$ cat src/verilog/kin_types_pkg.sv
/*
 * fixed-point, angle and matrix types for the kinematics datapath
 * DH parameter record and per-arm parameter set
 * joint count and fraction constants
 */
package kin_types_pkg;

	localparam int FIX_W      = 18;
	localparam int FRAC_BITS  = 14;
	localparam int WIDE_W     = 38; // holds four 36-bit products
	localparam int ANGLE_W    = 6;
	localparam int JIDX_W     = 3;
	localparam int NUM_JOINTS = 6;
	localparam int FIX_ONE    = 16384; // 1.0 in Q3.14

	// signed Q3.14
	typedef logic signed [FIX_W-1:0] fix_t;

	// product and sum width inside the multipliers
	typedef logic signed [WIDE_W-1:0] wide_t;

	// fraction of a turn, 64 steps
	typedef logic [ANGLE_W-1:0] angle_t;

	typedef logic [JIDX_W-1:0] jidx_t;

	// one joint, 48 bits
	typedef struct packed {
		angle_t theta;
		angle_t alpha;
		fix_t   a;
		fix_t   d;
	} dh_param_t;

	typedef dh_param_t [NUM_JOINTS-1:0] dh_set_t;

	// row then column
	typedef fix_t [3:0][3:0] mat4_t;

endpackage

$ cat src/verilog/kin_sequencer.sv
/*
 * run control for one forward-kinematics pass
 * captures the set, issues six joints, counts the returns
 */
`timescale 1ns/100ps

module kin_sequencer (
	input  logic                    i,
	input  logic                    rst_n,
	input  logic                    start,
	input  kin_types_pkg::dh_set_t  params,
	output kin_types_pkg::dh_param_t joint,
	output logic                    joint_valid,
	output logic                    clear,
	input  logic                    xform_valid,
	output logic                    busy,
	output logic                    done
);

	typedef enum logic [1:0] {
		IDLE,
		ISSUE,
		DRAIN,
		FINISH
	} state_t;

	state_t                 state;
	kin_types_pkg::dh_set_t set_q;
	kin_types_pkg::jidx_t   issue_cnt;
	kin_types_pkg::jidx_t   ret_cnt;  // transforms seen this run
	logic                   accept;

	assign accept = start && !busy; // FINISH takes a start as well
	assign busy   = (state == ISSUE) || (state == DRAIN);
	assign done   = (state == FINISH);

	always_ff @(posedge i) begin
		if (!rst_n) begin
			state       <= IDLE;
			issue_cnt   <= '0;
			ret_cnt     <= '0;
			joint_valid <= 1'b0;
			clear       <= 1'b0;
		end else begin
			joint_valid <= 1'b0;
			clear       <= accept;
			if (xform_valid)
				ret_cnt <= ret_cnt + 1'b1;
			case (state)
				IDLE, FINISH: begin
					state <= IDLE;
					if (accept) begin
						state     <= ISSUE;
						issue_cnt <= '0;
						ret_cnt   <= '0;
					end
				end
				ISSUE: begin
					joint_valid <= 1'b1;
					issue_cnt   <= issue_cnt + 1'b1;
					if (issue_cnt == kin_types_pkg::jidx_t'(kin_types_pkg::NUM_JOINTS - 1))
						state <= DRAIN;
				end
				DRAIN: begin
					if (xform_valid
						&& ret_cnt == kin_types_pkg::jidx_t'(kin_types_pkg::NUM_JOINTS - 1))
						state <= FINISH; // accumulator takes the last update on this edge
				end
				default: state <= IDLE;
			endcase
		end
	end

	always_ff @(posedge i) begin
		if (accept)
			set_q <= params;
		if (state == ISSUE)
			joint <= set_q[issue_cnt];
	end

endmodule

$ cat config.mk
export PLATFORM = sky130hd
export DESIGN_NAME = kin_sequencer
export DESIGN_NICKNAME = d
export VERILOG_FILES = /design/src/verilog/kin_types_pkg.sv /design/src/verilog/kin_sequencer.sv
export SDC_FILE = /design/constraint.sdc
export NUM_CORES = 1
export LEC_CHECK = 0
export BUFFER_PORTS_ARGS = -buffer_cell sky130_fd_sc_hd__buf_4
export CELL_PAD_IN_SITES_DETAIL_PLACEMENT = 0
export CELL_PAD_IN_SITES_GLOBAL_PLACEMENT = 1
export CORE_MARGIN = 5
export CORE_UTILIZATION = 40
export CTS_CLUSTER_SIZE = 40
export DETAILED_ROUTE_END_ITERATION = 12
export PLACE_DENSITY_LB_ADDON = 0.1
export SYNTH_ARGS = -nofsm -noshare
export SYNTH_HDL_FRONTEND = slang
export SYNTH_SLANG_ARGS = --single-unit
$ cat constraint.sdc
create_clock -name i -period 8.14 [get_ports i]
set_input_delay 0.407 -clock i [delete_from_list [all_inputs] [get_ports i]]
set_output_delay 0.407 -clock i [all_outputs]
set_load 0.005 [all_outputs]
Yosys cells after proc, flatten, opt, wreduce, memory -nomap -nowiden
Cells that the tools add are included.

Register bits: 346. Bits of input ports: 292. Logic and storage cells: 65.

$add $sub $neg: 2. $lt $le $gt $ge: 1. Eq/ne operators: 8. Muxes and demuxes: 12. Reductions and logical operators: 9.

Operators by type and width (number): 48-bit binary-select mux with 3-bit select (1); 48-bit two-way mux (1); 3-bit two-way mux (4); 3-bit by 1-bit adder with 3-bit output (second input constant) (2); 3-bit == test (second input constant) (2); 2-bit one-hot mux with 3 select lines (1); 3-bit one-hot mux with 2 select lines (1); 2-bit == test (second input constant) (2); 3-bit by 4-bit < comparator with 1-bit output (second input constant) (1); 2-bit two-way mux (2); 2-bit by 1-bit != test with 1-bit output (second input constant) (2); 2-bit AND reduction (2); 2-bit by 1-bit == test with 1-bit output (second input constant) (1); 1-bit logical AND (2); 2-bit logical NOT (1); 1-bit two-way mux (2); 2-bit != test (second input constant) (1); 2-bit nonzero test (1); 2-bit OR reduction (1); 1-bit logical NOT (1); 1-bit logical OR (1).

Logic depth before layout (Yosys ltp)
Depth after elaboration: 6. Mapped depth: 7. Mapped depth without buffers: 6.

Worst setup path before layout
OpenSTA, ideal clock, no wires.

Kind: register to register. Start point: register state[0]. End point: register ret_cnt[1]. Library setup time: 0.128 ns. Arrival time: 7.997 ns. Setup slack: 0.015 ns. Cell stages (with the launch flop): 6. Buffers on the path: 0. Clock period less this slack: 8.125 ns. Path through: dfxtp_1 inv_1 ha_1 and2_1 nand2b_1 a211oi_1.

Cells in the longest elaborated chain, start to end: 6. Elaborated cells on any way between the ends: 10. Classes of those cells: eq/ne: 3; mux: 2; reduce/logical: 5.

RTL lines: start, declared (RTL line kin_sequencer.sv:27) `state_t state;`; start signal, assigned (RTL line kin_sequencer.sv:39) `state <= IDLE;`; start signal, assigned (RTL line kin_sequencer.sv:51) `state <= IDLE;`; start signal, assigned (RTL line kin_sequencer.sv:53) `state <= ISSUE;`; 2-bit by 1-bit == test with 1-bit output / 2-bit == test (equally long branches) (RTL line kin_sequencer.sv:34) `assign busy = (state == ISSUE) || (state == DRAIN);`; 1-bit logical OR (*) (RTL line kin_sequencer.sv:34); 1-bit logical NOT (*) (RTL line kin_sequencer.sv:33) `assign accept = start && !busy;`; 1-bit logical AND (*) (RTL line kin_sequencer.sv:33); named net accept (RTL line kin_sequencer.sv:31) `logic accept;`; 3-bit two-way mux (*) (RTL line kin_sequencer.sv:52) `if (accept) begin`; 3-bit two-way mux (*) (RTL line kin_sequencer.sv:49) `case (state)`; end signal, assigned (RTL line kin_sequencer.sv:48) `ret_cnt <= ret_cnt + 1'b1;`; end, declared (RTL line kin_sequencer.sv:30) `kin_types_pkg::jidx_t ret_cnt;`.

Mark *: on every way through the listed nets, which the timed path passes. The rest lies on a longest branch. A chain may end at the register's enable or synchronous reset.

Final worst setup path
Start point: register state[0]. End point: register set_q[11] (netlist name) (enable).

Cells in the longest elaborated chain, start to end: 4. Elaborated cells on any way between the ends: 5. Classes of those cells: eq/ne: 2; reduce/logical: 3.

RTL lines: 2-bit by 1-bit == test with 1-bit output / 2-bit == test (equally long branches) (RTL line kin_sequencer.sv:34); 1-bit logical OR (*) (RTL line kin_sequencer.sv:34); 1-bit logical NOT (*) (RTL line kin_sequencer.sv:33); 1-bit logical AND (*) (RTL line kin_sequencer.sv:33); named net accept (RTL line kin_sequencer.sv:31); end signal, assigned (RTL line kin_sequencer.sv:76) `set_q <= params;`; end, declared (RTL line kin_sequencer.sv:28) `kin_types_pkg::dh_set_t set_q;`.

Marks and branches as above.

==> results.md <==
* Clk sink count at 346
* Vias per inst at 4.84
* Largest cells by area after synthesis: edfxtp_1, mux4_2, mux2i_1
* Hold-fix buffer count after cts at 0
* Worst EP arrival at 2.92 ns
* Peak VDD IR at 200 µV
* Die X at 189 µm
* Warnings from Yosys at 0
* Nets@finish at 1273
* WL per Instance at 21.2 µm
* Clock Path Buffers at 3
* # port buffers at 343
* DP HPWL at 19300 µm
* Outcome: finished, final reports clean
* Critical Path RT at 8.27 ns
* DRT iter0 DRCs at 450
* Final WS setup at 5.35 ns
* FF+latch count, synth at 346
* Final-report hold violation count at 0
* Gr usage total at 16.4%
* Post-cts sizing count at 0
* CP endpoint kind: flop
* Drt drc at 0
* FP Rows at 65
* Synth Cell Area at 12900 µm²
* Top-count cell post-synth: edfxtp_1
* # Post-CTS Setup Buffers at 0
* Die area at 35800 µm²
* Setup violations, final at 0
* Hold_sp: params[253]
* Clock latency on the worst-skew pair at 0.51 ns
* Class of the worst hold path: primary input to flop
* Share of the synthesized area in the top cell type at 78.5%
* Vias in the first global route at 7362
* Post-synth EDFFs at 336
* Final Cycle Share at 34.3%
* Largest net degree at the start of global routing at 179
* Worst setup path category: flop to flop
* RSZ-0062 raised after global routing: false
* Starting density of the core at 40.6%
* Distinct cells, synth at 28
* P_leak at 6.34 nW
* Die height at 189 µm
* Fmax at 358 MHz
* Post-synth ARST share at 0%
* H-tree depth at 2
* CTS buffer count at 38
* Main synth FF type: edfxtp_1
* Sequential share of the synthesized area at 80.0%
* Initial antenna violation count at 2
* Setup slack at placement at 5.31 ns
* # fillers at 2580
* First-pass GRT wire length at 44200 µm
* Final min period at 2.79 ns
* Fin area at 17000 µm²
* Congestion Overflow GR at 0
* Pwr/cell area at 317 nW/µm²
* Final TNS setup at 0 ns
* Clock-pin slew on the worst setup and hold paths at 0.06 ns
* Pre-antenna DRT Iters at 5
* Layout overhead on the synthesized area at 31.9%
* Final Max Slew Viols at 0
* Routed wire length at 29900 µm
* Share of layout cells above drive strength 1 at 45.1%
* Crit path launch: state[0]$_SDFFE_PN0P_
* Remaining antenna violation count at 0
* Synth Net Count at 911
* Dpl cell area at 15800 µm²
* CP Launch Type: flop
* Core Region at 31600 µm²
* Reg2Reg Launch Point: state[0]$_SDFFE_PN0P_
* Clock skew at 0.0181 ns
* # IOs at 344
* Syn Inst Count at 612
* Synth cell count leaders: edfxtp_1, inv_1, mux2i_1
* CTS root buffer: clkbuf_16
* GP Congestion at 0.732
* Actual slew at the worst max-slew pin at 0.968 ns
* Slew headroom at 35.5%
* Max-cap violations at 0
* Max FO, Critical Path at 178
* Area leader, netlist: edfxtp_1
* Mean Syn Cell Area at 21.0 µm²
* Clock tree from TritonCTS: done
* Via count at 6795
[path summary, 6_finish.rpt]
path | endpoint | slack [ns] | cells after the start
worst max-delay path | set_q[11]$_DFFE_PP_ | 5.35 | 4
worst min register to register | ret_cnt[1]$_SDFF_PN0_ | 0.50 | 2
worst min-delay path | set_q[253]$_DFFE_PP_ | 0.07 | 1
worst max register to register | set_q[11]$_DFFE_PP_ | 5.35 | 4
[placed cells by master (no fill, tap or decap), types with 5 or more instances in the layout]
master     Yosys  final
clkinv_1       0      7
dfxtp_1       10      7
nand2_1        7      6
edfxtp_1     336    336
inv_1         53     53
clkinv_2       0      5
clkbuf_16      0     39
mux2i_1       49     49
mux4_2        48     48
clkbuf_1       8     13
ha_1           7      6
buf_4          6    349
o22ai_1       48     48
[registers in the layout, summed over array words and instances, names as in the netlist]
register and flops:
joint_valid 1, state 2, joint 48, issue_cnt 3, set_q 288, clear 1, ret_cnt 3
[routing by layer]
metal / share of wire [%] / routed length [µm] / track usage [%] / up-vias
met4: 1.9 / 582 / 4.15 / 0
met3: 9.6 / 2860 / 6.07 / 45
met1: 40 / 12000 / 20.8 / 3322
met5: 0 / 0 / 0 / -
met2: 48 / 14400 / 26.8 / 258
li1: - / - / - / 3170
[area by class of cell]
type                    count  area, µm²  area share (%)
multi-input cells         185       2170            12.8
clock buffers              52       1020            6.04
flip-flops and latches    346      10300            60.7
inverters                  53        199            1.17
repair buffers            350       2640            15.6
well taps                 402        503            2.97
diodes                      2       5.00          0.0295
clock inverters            15        120           0.708
[kinds of logic after synthesis]
logic type	share of synthesized area, %
flops	80.0
mux	12.2
xor+xnor	0.136
simple gates	0.817
fa+ha+maj	0.681
buf+inv	3.26
compound gates	2.86
[power by group]
| group | internal, mW | switching, mW |
|---|---|---|
| clock | 0.942 | 0.651 |
| sequential | 2.63 | 0.147 |
| combinational | 0.496 | 0.516 |
[critical path: stages, from the launching register on]
cell and delay, ns:
dfxtp_1 0.42, inv_1 0.07, ha_1 0.38, and2_4 0.67, buf_12 0.67
[stage by stage]
step / power [mW] / hold WS [ns] / util [%] / instances
5_1_grt: 5.67 / 0.0340 / 53.6 / 1405
3_5_place_dp: 3.86 / 0.492 / 50.0 / 1336
4_1_cts: 5.47 / 0.0412 / 53.6 / 1403
2_1_floorplan: 3.55 / 0.472 / - / 612
6_report: 5.38 / 0.0673 / 53.6 / 1405
3_3_place_gp: 3.83 / 0.492 / 50.0 / 1336
Note: power is estimated with default switching activity, not from simulation.
