==> config.mk <==
export PLATFORM = sky130hd
export DESIGN_NAME = dh_transform
export DESIGN_NICKNAME = d
export VERILOG_FILES = /design/src/verilog/kin_types_pkg.sv /design/src/verilog/kin_trig_pkg.sv /design/src/verilog/sincos_lut.sv /design/src/verilog/dh_transform.sv
export SDC_FILE = /design/constraint.sdc
export NUM_CORES = 2
export LEC_CHECK = 0
export BUFFER_PORTS_ARGS = -buffer_cell sky130_fd_sc_hd__buf_2
export CAP_MARGIN = 20
export CORE_MARGIN = 3
export CORE_UTILIZATION = 50
export CTS_CLUSTER_DIAMETER = 150
export CTS_CLUSTER_SIZE = 28
export DETAILED_ROUTE_END_ITERATION = 8
export GPL_TIMING_DRIVEN = 0
export PLACE_DENSITY = 0.64
export SYNTH_ARGS = -nofsm -noshare
export SYNTH_HDL_FRONTEND = slang
export SYNTH_HIERARCHICAL = 1
export SYNTH_SLANG_ARGS = --single-unit
==> constraint.sdc <==
create_clock -name i -period 8.1 [get_ports i]
set_clock_uncertainty 0.05 [all_clocks]
set_input_delay 1.62 -clock i [delete_from_list [all_inputs] [get_ports i]]
set_output_delay 1.62 -clock i [all_outputs]
set_load 0.02 [all_outputs]
==> src/verilog/kin_types_pkg.sv <==
/*
 * fixed-point, angle and matrix types for the kinematics datapath
 * DH parameter record and per-arm parameter set
 * joint count and fraction constants
 */
package kin_types_pkg;

	localparam int FIX_W      = 18;
	localparam int FRAC_BITS  = 14;
	localparam int WIDE_W     = 38; // holds four 36-bit products
	localparam int ANGLE_W    = 6;
	localparam int JIDX_W     = 3;
	localparam int NUM_JOINTS = 6;
	localparam int FIX_ONE    = 16384; // 1.0 in Q3.14

	// signed Q3.14
	typedef logic signed [FIX_W-1:0] fix_t;

	// product and sum width inside the multipliers
	typedef logic signed [WIDE_W-1:0] wide_t;

	// fraction of a turn, 64 steps
	typedef logic [ANGLE_W-1:0] angle_t;

	typedef logic [JIDX_W-1:0] jidx_t;

	// one joint, 48 bits
	typedef struct packed {
		angle_t theta;
		angle_t alpha;
		fix_t   a;
		fix_t   d;
	} dh_param_t;

	typedef dh_param_t [NUM_JOINTS-1:0] dh_set_t;

	// row then column
	typedef fix_t [3:0][3:0] mat4_t;

endpackage

==> src/verilog/kin_trig_pkg.sv <==
/*
 * quarter-wave sine table, Q3.14
 * angle field split into quadrant and remainder
 */
package kin_trig_pkg;

	localparam int QUAD_BITS = 2;  // top bits of an angle
	localparam int REM_BITS  = 4;  // index within a quadrant
	localparam int QUARTER   = 16; // steps per quarter turn

	// entry k is round(16384 * sin(k * pi/32))
	localparam kin_types_pkg::fix_t SIN_TABLE [0:QUARTER] = '{
		18'sd0,
		18'sd1606,
		18'sd3196,
		18'sd4756,
		18'sd6270,
		18'sd7723,
		18'sd9102,
		18'sd10394,
		18'sd11585,
		18'sd12665,
		18'sd13623,
		18'sd14449,
		18'sd15137,
		18'sd15679,
		18'sd16069,
		18'sd16305,
		18'sd16384
	};

endpackage

==> src/verilog/sincos_lut.sv <==
/*
 * registered sine and cosine of one angle
 * quarter-wave folding into the shared table
 */
`timescale 1ns/100ps

module sincos_lut (
	input  logic                 i,
	input  logic                 rst_n,
	input  kin_types_pkg::angle_t angle,
	output kin_types_pkg::fix_t  sin_val,
	output kin_types_pkg::fix_t  cos_val
);

	// quadrant picks direction and sign of the table walk
	function automatic kin_types_pkg::fix_t fold_sin(input kin_types_pkg::angle_t ang);
		logic [kin_trig_pkg::QUAD_BITS-1:0] q;
		logic [kin_trig_pkg::REM_BITS:0]    idx;
		kin_types_pkg::fix_t                mag;
		q   = ang[kin_types_pkg::ANGLE_W-1 -: kin_trig_pkg::QUAD_BITS];
		idx = {1'b0, ang[kin_trig_pkg::REM_BITS-1:0]};
		if (q[0])
			idx = (kin_trig_pkg::REM_BITS+1)'(kin_trig_pkg::QUARTER) - idx; // falling half
		mag = kin_trig_pkg::SIN_TABLE[idx];
		return q[1] ? -mag : mag;
	endfunction

	kin_types_pkg::angle_t cos_angle;

	assign cos_angle = angle + kin_types_pkg::angle_t'(kin_trig_pkg::QUARTER); // wraps mod 64

	always_ff @(posedge i) begin
		if (!rst_n) begin
			sin_val <= '0;
			cos_val <= kin_types_pkg::fix_t'(kin_types_pkg::FIX_ONE); // angle 0
		end else begin
			sin_val <= fold_sin(angle);
			cos_val <= fold_sin(cos_angle);
		end
	end

endmodule

==> src/verilog/dh_transform.sv <==
/*
 * one joint's homogeneous transform from its DH parameters
 * trig lookup stage then product stage, two cycles
 */
`timescale 1ns/100ps

module dh_transform (
	input  logic                    i,
	input  logic                    rst_n,
	input  kin_types_pkg::dh_param_t joint,
	input  logic                    joint_valid,
	output kin_types_pkg::mat4_t    xform,
	output logic                    xform_valid
);

	// full product, shift once, keep low 18 bits
	function automatic kin_types_pkg::fix_t fix_mul(
		input kin_types_pkg::fix_t x,
		input kin_types_pkg::fix_t y
	);
		kin_types_pkg::wide_t p;
		p = kin_types_pkg::wide_t'(x) * kin_types_pkg::wide_t'(y);
		return kin_types_pkg::fix_t'(p >>> kin_types_pkg::FRAC_BITS);
	endfunction

	kin_types_pkg::fix_t sin_th, cos_th, sin_al, cos_al;
	kin_types_pkg::fix_t a_q, d_q; // aligned with the trig outputs
	logic                valid_q;

	sincos_lut u_theta_lut (
		.i       (i),
		.rst_n   (rst_n),
		.angle   (joint.theta),
		.sin_val (sin_th),
		.cos_val (cos_th)
	);

	sincos_lut u_alpha_lut (
		.i       (i),
		.rst_n   (rst_n),
		.angle   (joint.alpha),
		.sin_val (sin_al),
		.cos_val (cos_al)
	);

	always_ff @(posedge i) begin
		a_q <= joint.a;
		d_q <= joint.d;
		xform[0] <= {fix_mul(a_q, cos_th), fix_mul(sin_th, sin_al),
			-fix_mul(sin_th, cos_al), cos_th}; // row 0, column 3 first
		xform[1] <= {fix_mul(a_q, sin_th), -fix_mul(cos_th, sin_al),
			fix_mul(cos_th, cos_al), sin_th};
		xform[2] <= {d_q, cos_al, sin_al, kin_types_pkg::fix_t'(0)};
		xform[3] <= {kin_types_pkg::fix_t'(kin_types_pkg::FIX_ONE), {3{kin_types_pkg::fix_t'(0)}}};
	end

	always_ff @(posedge i) begin
		if (!rst_n) begin
			valid_q     <= 1'b0;
			xform_valid <= 1'b0;
		end else begin
			valid_q     <= joint_valid;
			xform_valid <= valid_q;
		end
	end

endmodule

# Word-level counts from Yosys, hierarchy flattened
# Memory sizes are Yosys's and may differ from the RTL's.
# Cells that the tools add are included.
[word_totals]
reg_bits = 308
rom_bits = 2304
input_bits = 51
output_inout_bits = 289
word_cells = 69
memories = 4
[op_classes]
n_addsub = 12
multipliers = 6
n_lt_le_gt_ge = 4
n_mux = 20
bitwise = 4
[memory_table]
columns = ["memory", "words", "width", "read_ports", "rd_ports_with_merged_regs", "wr", "line", "source"]
rows = [
  ["(no name shown)", 32, 18, 1, 0, 0, "sincos_lut.sv:24", "mag = kin_trig_pkg::SIN_TABLE[idx];"],
  ["(no name shown)", 32, 18, 1, 0, 0, "sincos_lut.sv:24", ""],
  ["(no name shown)", 32, 18, 1, 0, 0, "sincos_lut.sv:24", ""],
  ["(no name shown)", 32, 18, 1, 0, 0, "sincos_lut.sv:24", ""],
]
[op_table]
columns = ["op", "count"]
rows = [
  ["2-to-1 mux 18 bit", 12],
  ["multiplier 18 x 18 -> 32 bit", 6],
  ["negation 18 bit", 6],
  ["2-to-1 mux 5 bit", 8],
  ["greater-or-equal comparator 6 bit (second input constant)", 4],
  ["NOT 5 -> 6 bit", 4],
  ["subtractor 5 x 4 -> 5 bit (first input constant)", 4],
  ["adder 6 x 5 -> 6 bit (second input constant)", 2],
]

# Depth between registers and ports, before layout
[depth]
depth_word = 10
mapped_depth = 30
depth_no_buf = 28

# Hierarchy
# Netlist, hierarchy kept.
[by_module_without_submodules]
columns = ["module", "instances", "cells_per_inst", "area_each_um2", "seq_area_each_um2"]
rows = [
  ["dh_transform", 1, 7571, 70197.3, 4724.5],
  ["sincos_lut", 2, 345, 2586.2, 720.7],
]

# Least setup slack after synthesis
# Ideal clock, no wire load.
[synth_path]
path_type = "register to register"
startpoint = "register u_theta_lut.sin_val[17]"
endpoint = "register xform[34] (netlist name)"
setup_time_ns = 0.072
arrival_ns = 6.813
t_required_ns = 7.978
setup_slack_ns = 1.165
path_stages_with_launch = 27
path_buffers = 3
synth_period_minus_slack_ns = 6.935
cell_sequence = "dfxtp_1 > clkbuf_1 > clkbuf_1 > and2_1 > fa_1 > fa_1 > inv_1 > fa_1 > fa_1 > inv_1 > fa_1 > inv_1 > fa_1 > inv_1 > ha_1 > buf_6 > and3_4 > a221oi_1 > o21ai_0 > nor2_1 > a21oi_2 > a221oi_4 > mux2i_1 > or4_4 > mux2i_1 > a211oi_2 > xor2_1"
[synth_via]
elab_chain_len = 2
[synth_lines]
columns = ["item", "line", "source"]
rows = [
  ["from (decl)", "sincos_lut.sv:11", "output kin_types_pkg::fix_t sin_val,"],
  ["from (signal assigned)", "sincos_lut.sv:37", "sin_val <= fold_sin(angle);"],
  ["multiplier 18 x 18 -> 32 bit", "dh_transform.sv:22", "p = kin_types_pkg::wide_t'(x) * kin_types_pkg::wide_t'(y);"],
  ["negation 18 bit", "dh_transform.sv:50", "-fix_mul(sin_th, cos_al), cos_th};"],
  ["to (decl)", "dh_transform.sv:12", "output kin_types_pkg::mat4_t xform,"],
]
# Every way passes these cells.
# A chain may end at the register's enable or synchronous reset.

# Worst setup path in the final report
[layout_path]
startpoint = "register a_q[7]"
endpoint = "register xform[140] (netlist name)"
[layout_via]
elab_chain_len = 1
[layout_lines]
columns = ["item", "line", "source"]
rows = [
  ["from (decl)", "dh_transform.sv:27", "kin_types_pkg::fix_t a_q, d_q;"],
  ["from (signal assigned)", "dh_transform.sv:47", "a_q <= joint.a;"],
  ["multiplier 18 x 18 -> 32 bit", "dh_transform.sv:22", ""],
]
# Every way passes these cells.

==> summary.md <==
| Metric | Value |
|---|---|
| Fill cells | 13900 |
| Pwr/cell area | 393 nW/um2 |
| Clock Pin Slew Worst Setup and Hold Paths | 0.11 ns |
| Setup TNS | 0 ns |
| RSZ-0062 raised after global routing | true |
| First-pass GRT wire length | 394 mm |
| FP Rows | 141 |
| Critical Path, Cell by Cell | clkbuf_2, nand2_1, fa_1, inv_1, fa_1, inv_1, fa_1, fa_1, inv_1, fa_1, fa_1, ha_1, nand4_1, nor2_1, nand2_1, o211ai_1, nand4_1, o21ai_2, o211ai_1, a21oi_1, nor2_1, o21ai_1, xor2_1 |
| Die Y | 394 um |
| WP data required | 8.60 ns |
| Max Clk Rate | 126 MHz |
| CTS tree | done |
| Sink Count | 308 |
| Layout cells sized above 1 | 0.0804 |
| Most used cell, CP | fa_1 |
| Final slew viol count | 0 |
| RR Endpoint | xform[140] |
| Initial cell density of the core | 0.507 |
| Family with the most delay on the worst path | adder cells |
| Final setup margin | 0.149 ns |
| Vias per inst | 5.48 |
| Sequential fraction of the synthesis area | 0.0818 |
| Hold Path Sink | xform[183] |
| Max incr delay on CP | 0.88 ns |
| Hold Startpoint | u_alpha_lut/cos_val[3] |
| Crit-path slowest cell | dfxtp_1 |
| Synth warn | 6 |
| CP Capture Type | flip-flop |
| Cells after Synth | 8261 |
| Setup Crit Path Kind | reg -> reg |
| Post-synth EDFFs | 0 |
| Clk Latency, worst-skew pair | 0.64 ns |
| Register bit total from synthesis | 308 |
| Dpl ws | -0.922 ns |
| Clock Tree Root | clkbuf_16 |
| Drt wl/cell | 24.7 um |
| Tcrit/Tclk final | 0.982 |
| Via count | 58200 |
| Core ar. | 149000 um2 |
| H-tree levels | 1 |
| PortBufs | 247 |
| Clock buffer depth | 3 |
| R2R Path Start | a_q[7] |
| CTS hold repair buffers | 0 |
| Post-synth ARST share | 0 |
| Vias in the first global route | 61100 |
| Gpl congestion | 1.02 |
| DRC | 0 |
| Total I/O pin count | 340 |
| WHS Path Cells | 0 |
| Worst IR drop on VDD | 0.582 mV |
| Die ar. | 155000 um2 |
| GRT Overall Usage | 0.343 |
| Largest net degree at the start of global routing | 29 |
| Pwr Total | 31.6 mW |
| Bufs and invs on worst path | 4 |
| CTS buffer count | 17 |
| Fin nets | 10900 |
| Slew @ Worst Pin | 1.22 ns |
| Grt ovf | 0 |
| Antenna violations before repair | 40 |
| Synth unique cells | 90 |
| Initial drt markers | 5493 |
| Status | completed |
| Critical path peak fanout | 10 |
| Max-cap violation count | 0 |
| Worst EP arrival | 8.45 ns |
| Cell count of the worst reg-to-reg path | 23 |
| Rel. slew slack | 0.184 |
| Total iterations of the first detailed-routing run | 9 |
| Endpoints failing setup | 0 |
| Hold Vio Cnt, Final | 0 |
| Synth Cell Area | 75400 um2 |
| R2R setup slack | 0.15 ns |
| Mapped Avg Cell Area | 9.12 um2 |
| Main flop type after synthesis | dfxtp_1 |
| ANT nets after route | 0 |
| Die width | 394 um |
| Tmin final | 7.95 ns |
| Leak | 38.8 nW |
| HPWL after DPL | 218 mm |
| Critical Path Start Type | flip-flop |
| Final wirelength | 263 mm |
| Hold/Removal Path Class | reg -> reg |
| Area growth from synthesis to layout | 6.71% |
==> per-stage QoR <==
step | instances | util | hold slack (ns) | instance area [um2]
detailed placement | 10600 | 0.535 | 0.262 | 79500
finish | 10600 | 0.541 | 0.275 | 80400
global placement | 10600 | 0.534 | 0.260 | 79400
global route | 10600 | 0.540 | 0.284 | 80400
floorplan | 8349 | - | 0.260 | 75700
CTS | 10600 | 0.539 | 0.264 | 80200
==> per-layer routing <==
metal	global-route usage	routed length, um	vias to the layer above
met2	0.523	115000	3302
met3	0.0960	32000	739
met4	0.171	16300	18
met1	0.450	99600	29500
met5	0.00862	140	-
li1	-	-	24600
==> placed cells by master (no fill, tap or decap), drive strengths merged, types with 50 or more instances in the layout <==
| master | netlist | final |
|---|---|---|
| inv | 1884 | 1887 |
| nor2 | 180 | 180 |
| nor3 | 53 | 53 |
| conb | 2 | 90 |
| xnor2 | 202 | 202 |
| buf | 135 | 400 |
| clkbuf | 442 | 402 |
| o21ai | 126 | 126 |
| nand2 | 1182 | 1182 |
| dfxtp | 308 | 308 |
| and2 | 755 | 755 |
| ha | 506 | 506 |
| nand3 | 50 | 50 |
| nand2b | 92 | 92 |
| fa | 1770 | 1770 |
| xor2 | 62 | 62 |
| a21oi | 119 | 119 |
==> flip-flops by register name (all words and copies together), names as in the netlist <==
| name | cells |
|---|---|
| d_q | 18 |
| u_alpha_lut/cos_val | 18 |
| xform_valid | 1 |
| u_theta_lut/sin_val | 18 |
| u_theta_lut/cos_val | 18 |
| valid_q | 1 |
| a_q | 18 |
| u_alpha_lut/sin_val | 18 |
| xform | 198 |
==> cell families (layout without fill, tap and decap cells) <==
group	count (synthesis)	in the layout	share of synthesized area
AO/OA/AOI/OAI	485	485	0.0424
XOR/XNOR	264	264	0.0314
adder cells (fa/ha/maj)	2276	2276	0.554
buffers and inverters	2461	2694	0.129
flip-flops	308	308	0.0818
multiplexers	31	31	0.00465
other	2	121	0.0000996
AND/OR/NAND/NOR	2434	2434	0.157
==> worst register-to-register path, delay by kind of cell, from the launching register on <==
| kind | cells | cell delay, ns |
|---|---|---|
| buffers and inverters | 4 | 0.68 |
| AND/OR/NAND/NOR | 6 | 0.88 |
| adder cells (fa/ha/maj) | 7 | 3.36 |
| flip-flops | 1 | 0.88 |
| AO/OA/AOI/OAI | 5 | 1.83 |
| XOR/XNOR | 1 | 0.18 |
==> synth_stat cells, types with 7 or more instances <==
master     number  area share
inv_1        1883       0.094
fa_1         1770        0.47
nand2_1      1182       0.059
and2_1        755       0.063
ha_1          506       0.084
clkbuf_1      442       0.022
dfxtp_1       308       0.082
xnor2_1       200       0.023
nor2_1        178      0.0089
a21oi_1       117      0.0078
buf_4         100       0.010
o21ai_0       100      0.0066
nand2b_1       92      0.0076
xor2_1         60      0.0070
nor3_1         53      0.0035
nand3_1        50      0.0033
a21o_1         31      0.0031
a31oi_1        31      0.0026
o21ai_1        26      0.0017
o21a_1         24      0.0024
o211ai_1       22      0.0022
mux2i_1        21      0.0028
nor2b_1        19      0.0016
buf_2          17      0.0011
nand4_1        17      0.0014
or3_1          13      0.0011
a211oi_1       11      0.0011
a221oi_1       11      0.0013
and4_1         11      0.0013
and3_1         10     0.00083
buf_1          10     0.00050
o2111ai_1      10      0.0012
or2_2          10     0.00083
a311oi_1        9      0.0010
nor4_1          9     0.00075
buf_6           8      0.0012
nand3b_1        7     0.00070
o311ai_1        7     0.00081
==> repair_timing <==
item | in CTS | in global routing
resized for setup | 140 | 248
setup buffers | 0 | 1
endpoints found under the setup margin | 39 | 24
==> layout make-up <==
cell class | instances | area (um2) | share of cell area
multi-input combinational | 5580 | 59900 | 0.745
inverter | 1884 | 7070 | 0.0879
timing repair buffer | 256 | 1370 | 0.0170
buffer | 530 | 2740 | 0.0340
clock inverter | 5 | 91.3 | 0.00114
tap | 2002 | 2500 | 0.0311
antenna | 31 | 77.6 | 0.000965
clock buffer | 19 | 443 | 0.00551
sequential | 308 | 6250 | 0.0777
==> power breakdown <==
group	total [mW]	switching [mW]	internal, mW	leakage (nW)
Combinational	27.9	16.3	11.5	36.0
Clock	1.04	0.629	0.415	0.258
Sequential	2.67	0.371	2.30	2.60
==> worst max path at each step <==
stage                       startpoint          to  slack (ns)  cells after the start
2_1_floorplan  u_theta_lut/sin_val[17]   xform[34]        1.17                     26
3_3_place_gp   u_theta_lut/cos_val[12]  xform[125]       -0.95                     23
3_5_place_dp    u_theta_lut/cos_val[6]  xform[125]       -0.92                     25
4_1_cts        u_alpha_lut/cos_val[12]   xform[34]       0.001                     24
5_1_grt         u_alpha_lut/cos_val[6]   xform[34]       -0.06                     25
6_report                        a_q[7]  xform[140]        0.15                     23
No activity file was read; power rests on OpenSTA's default activity.
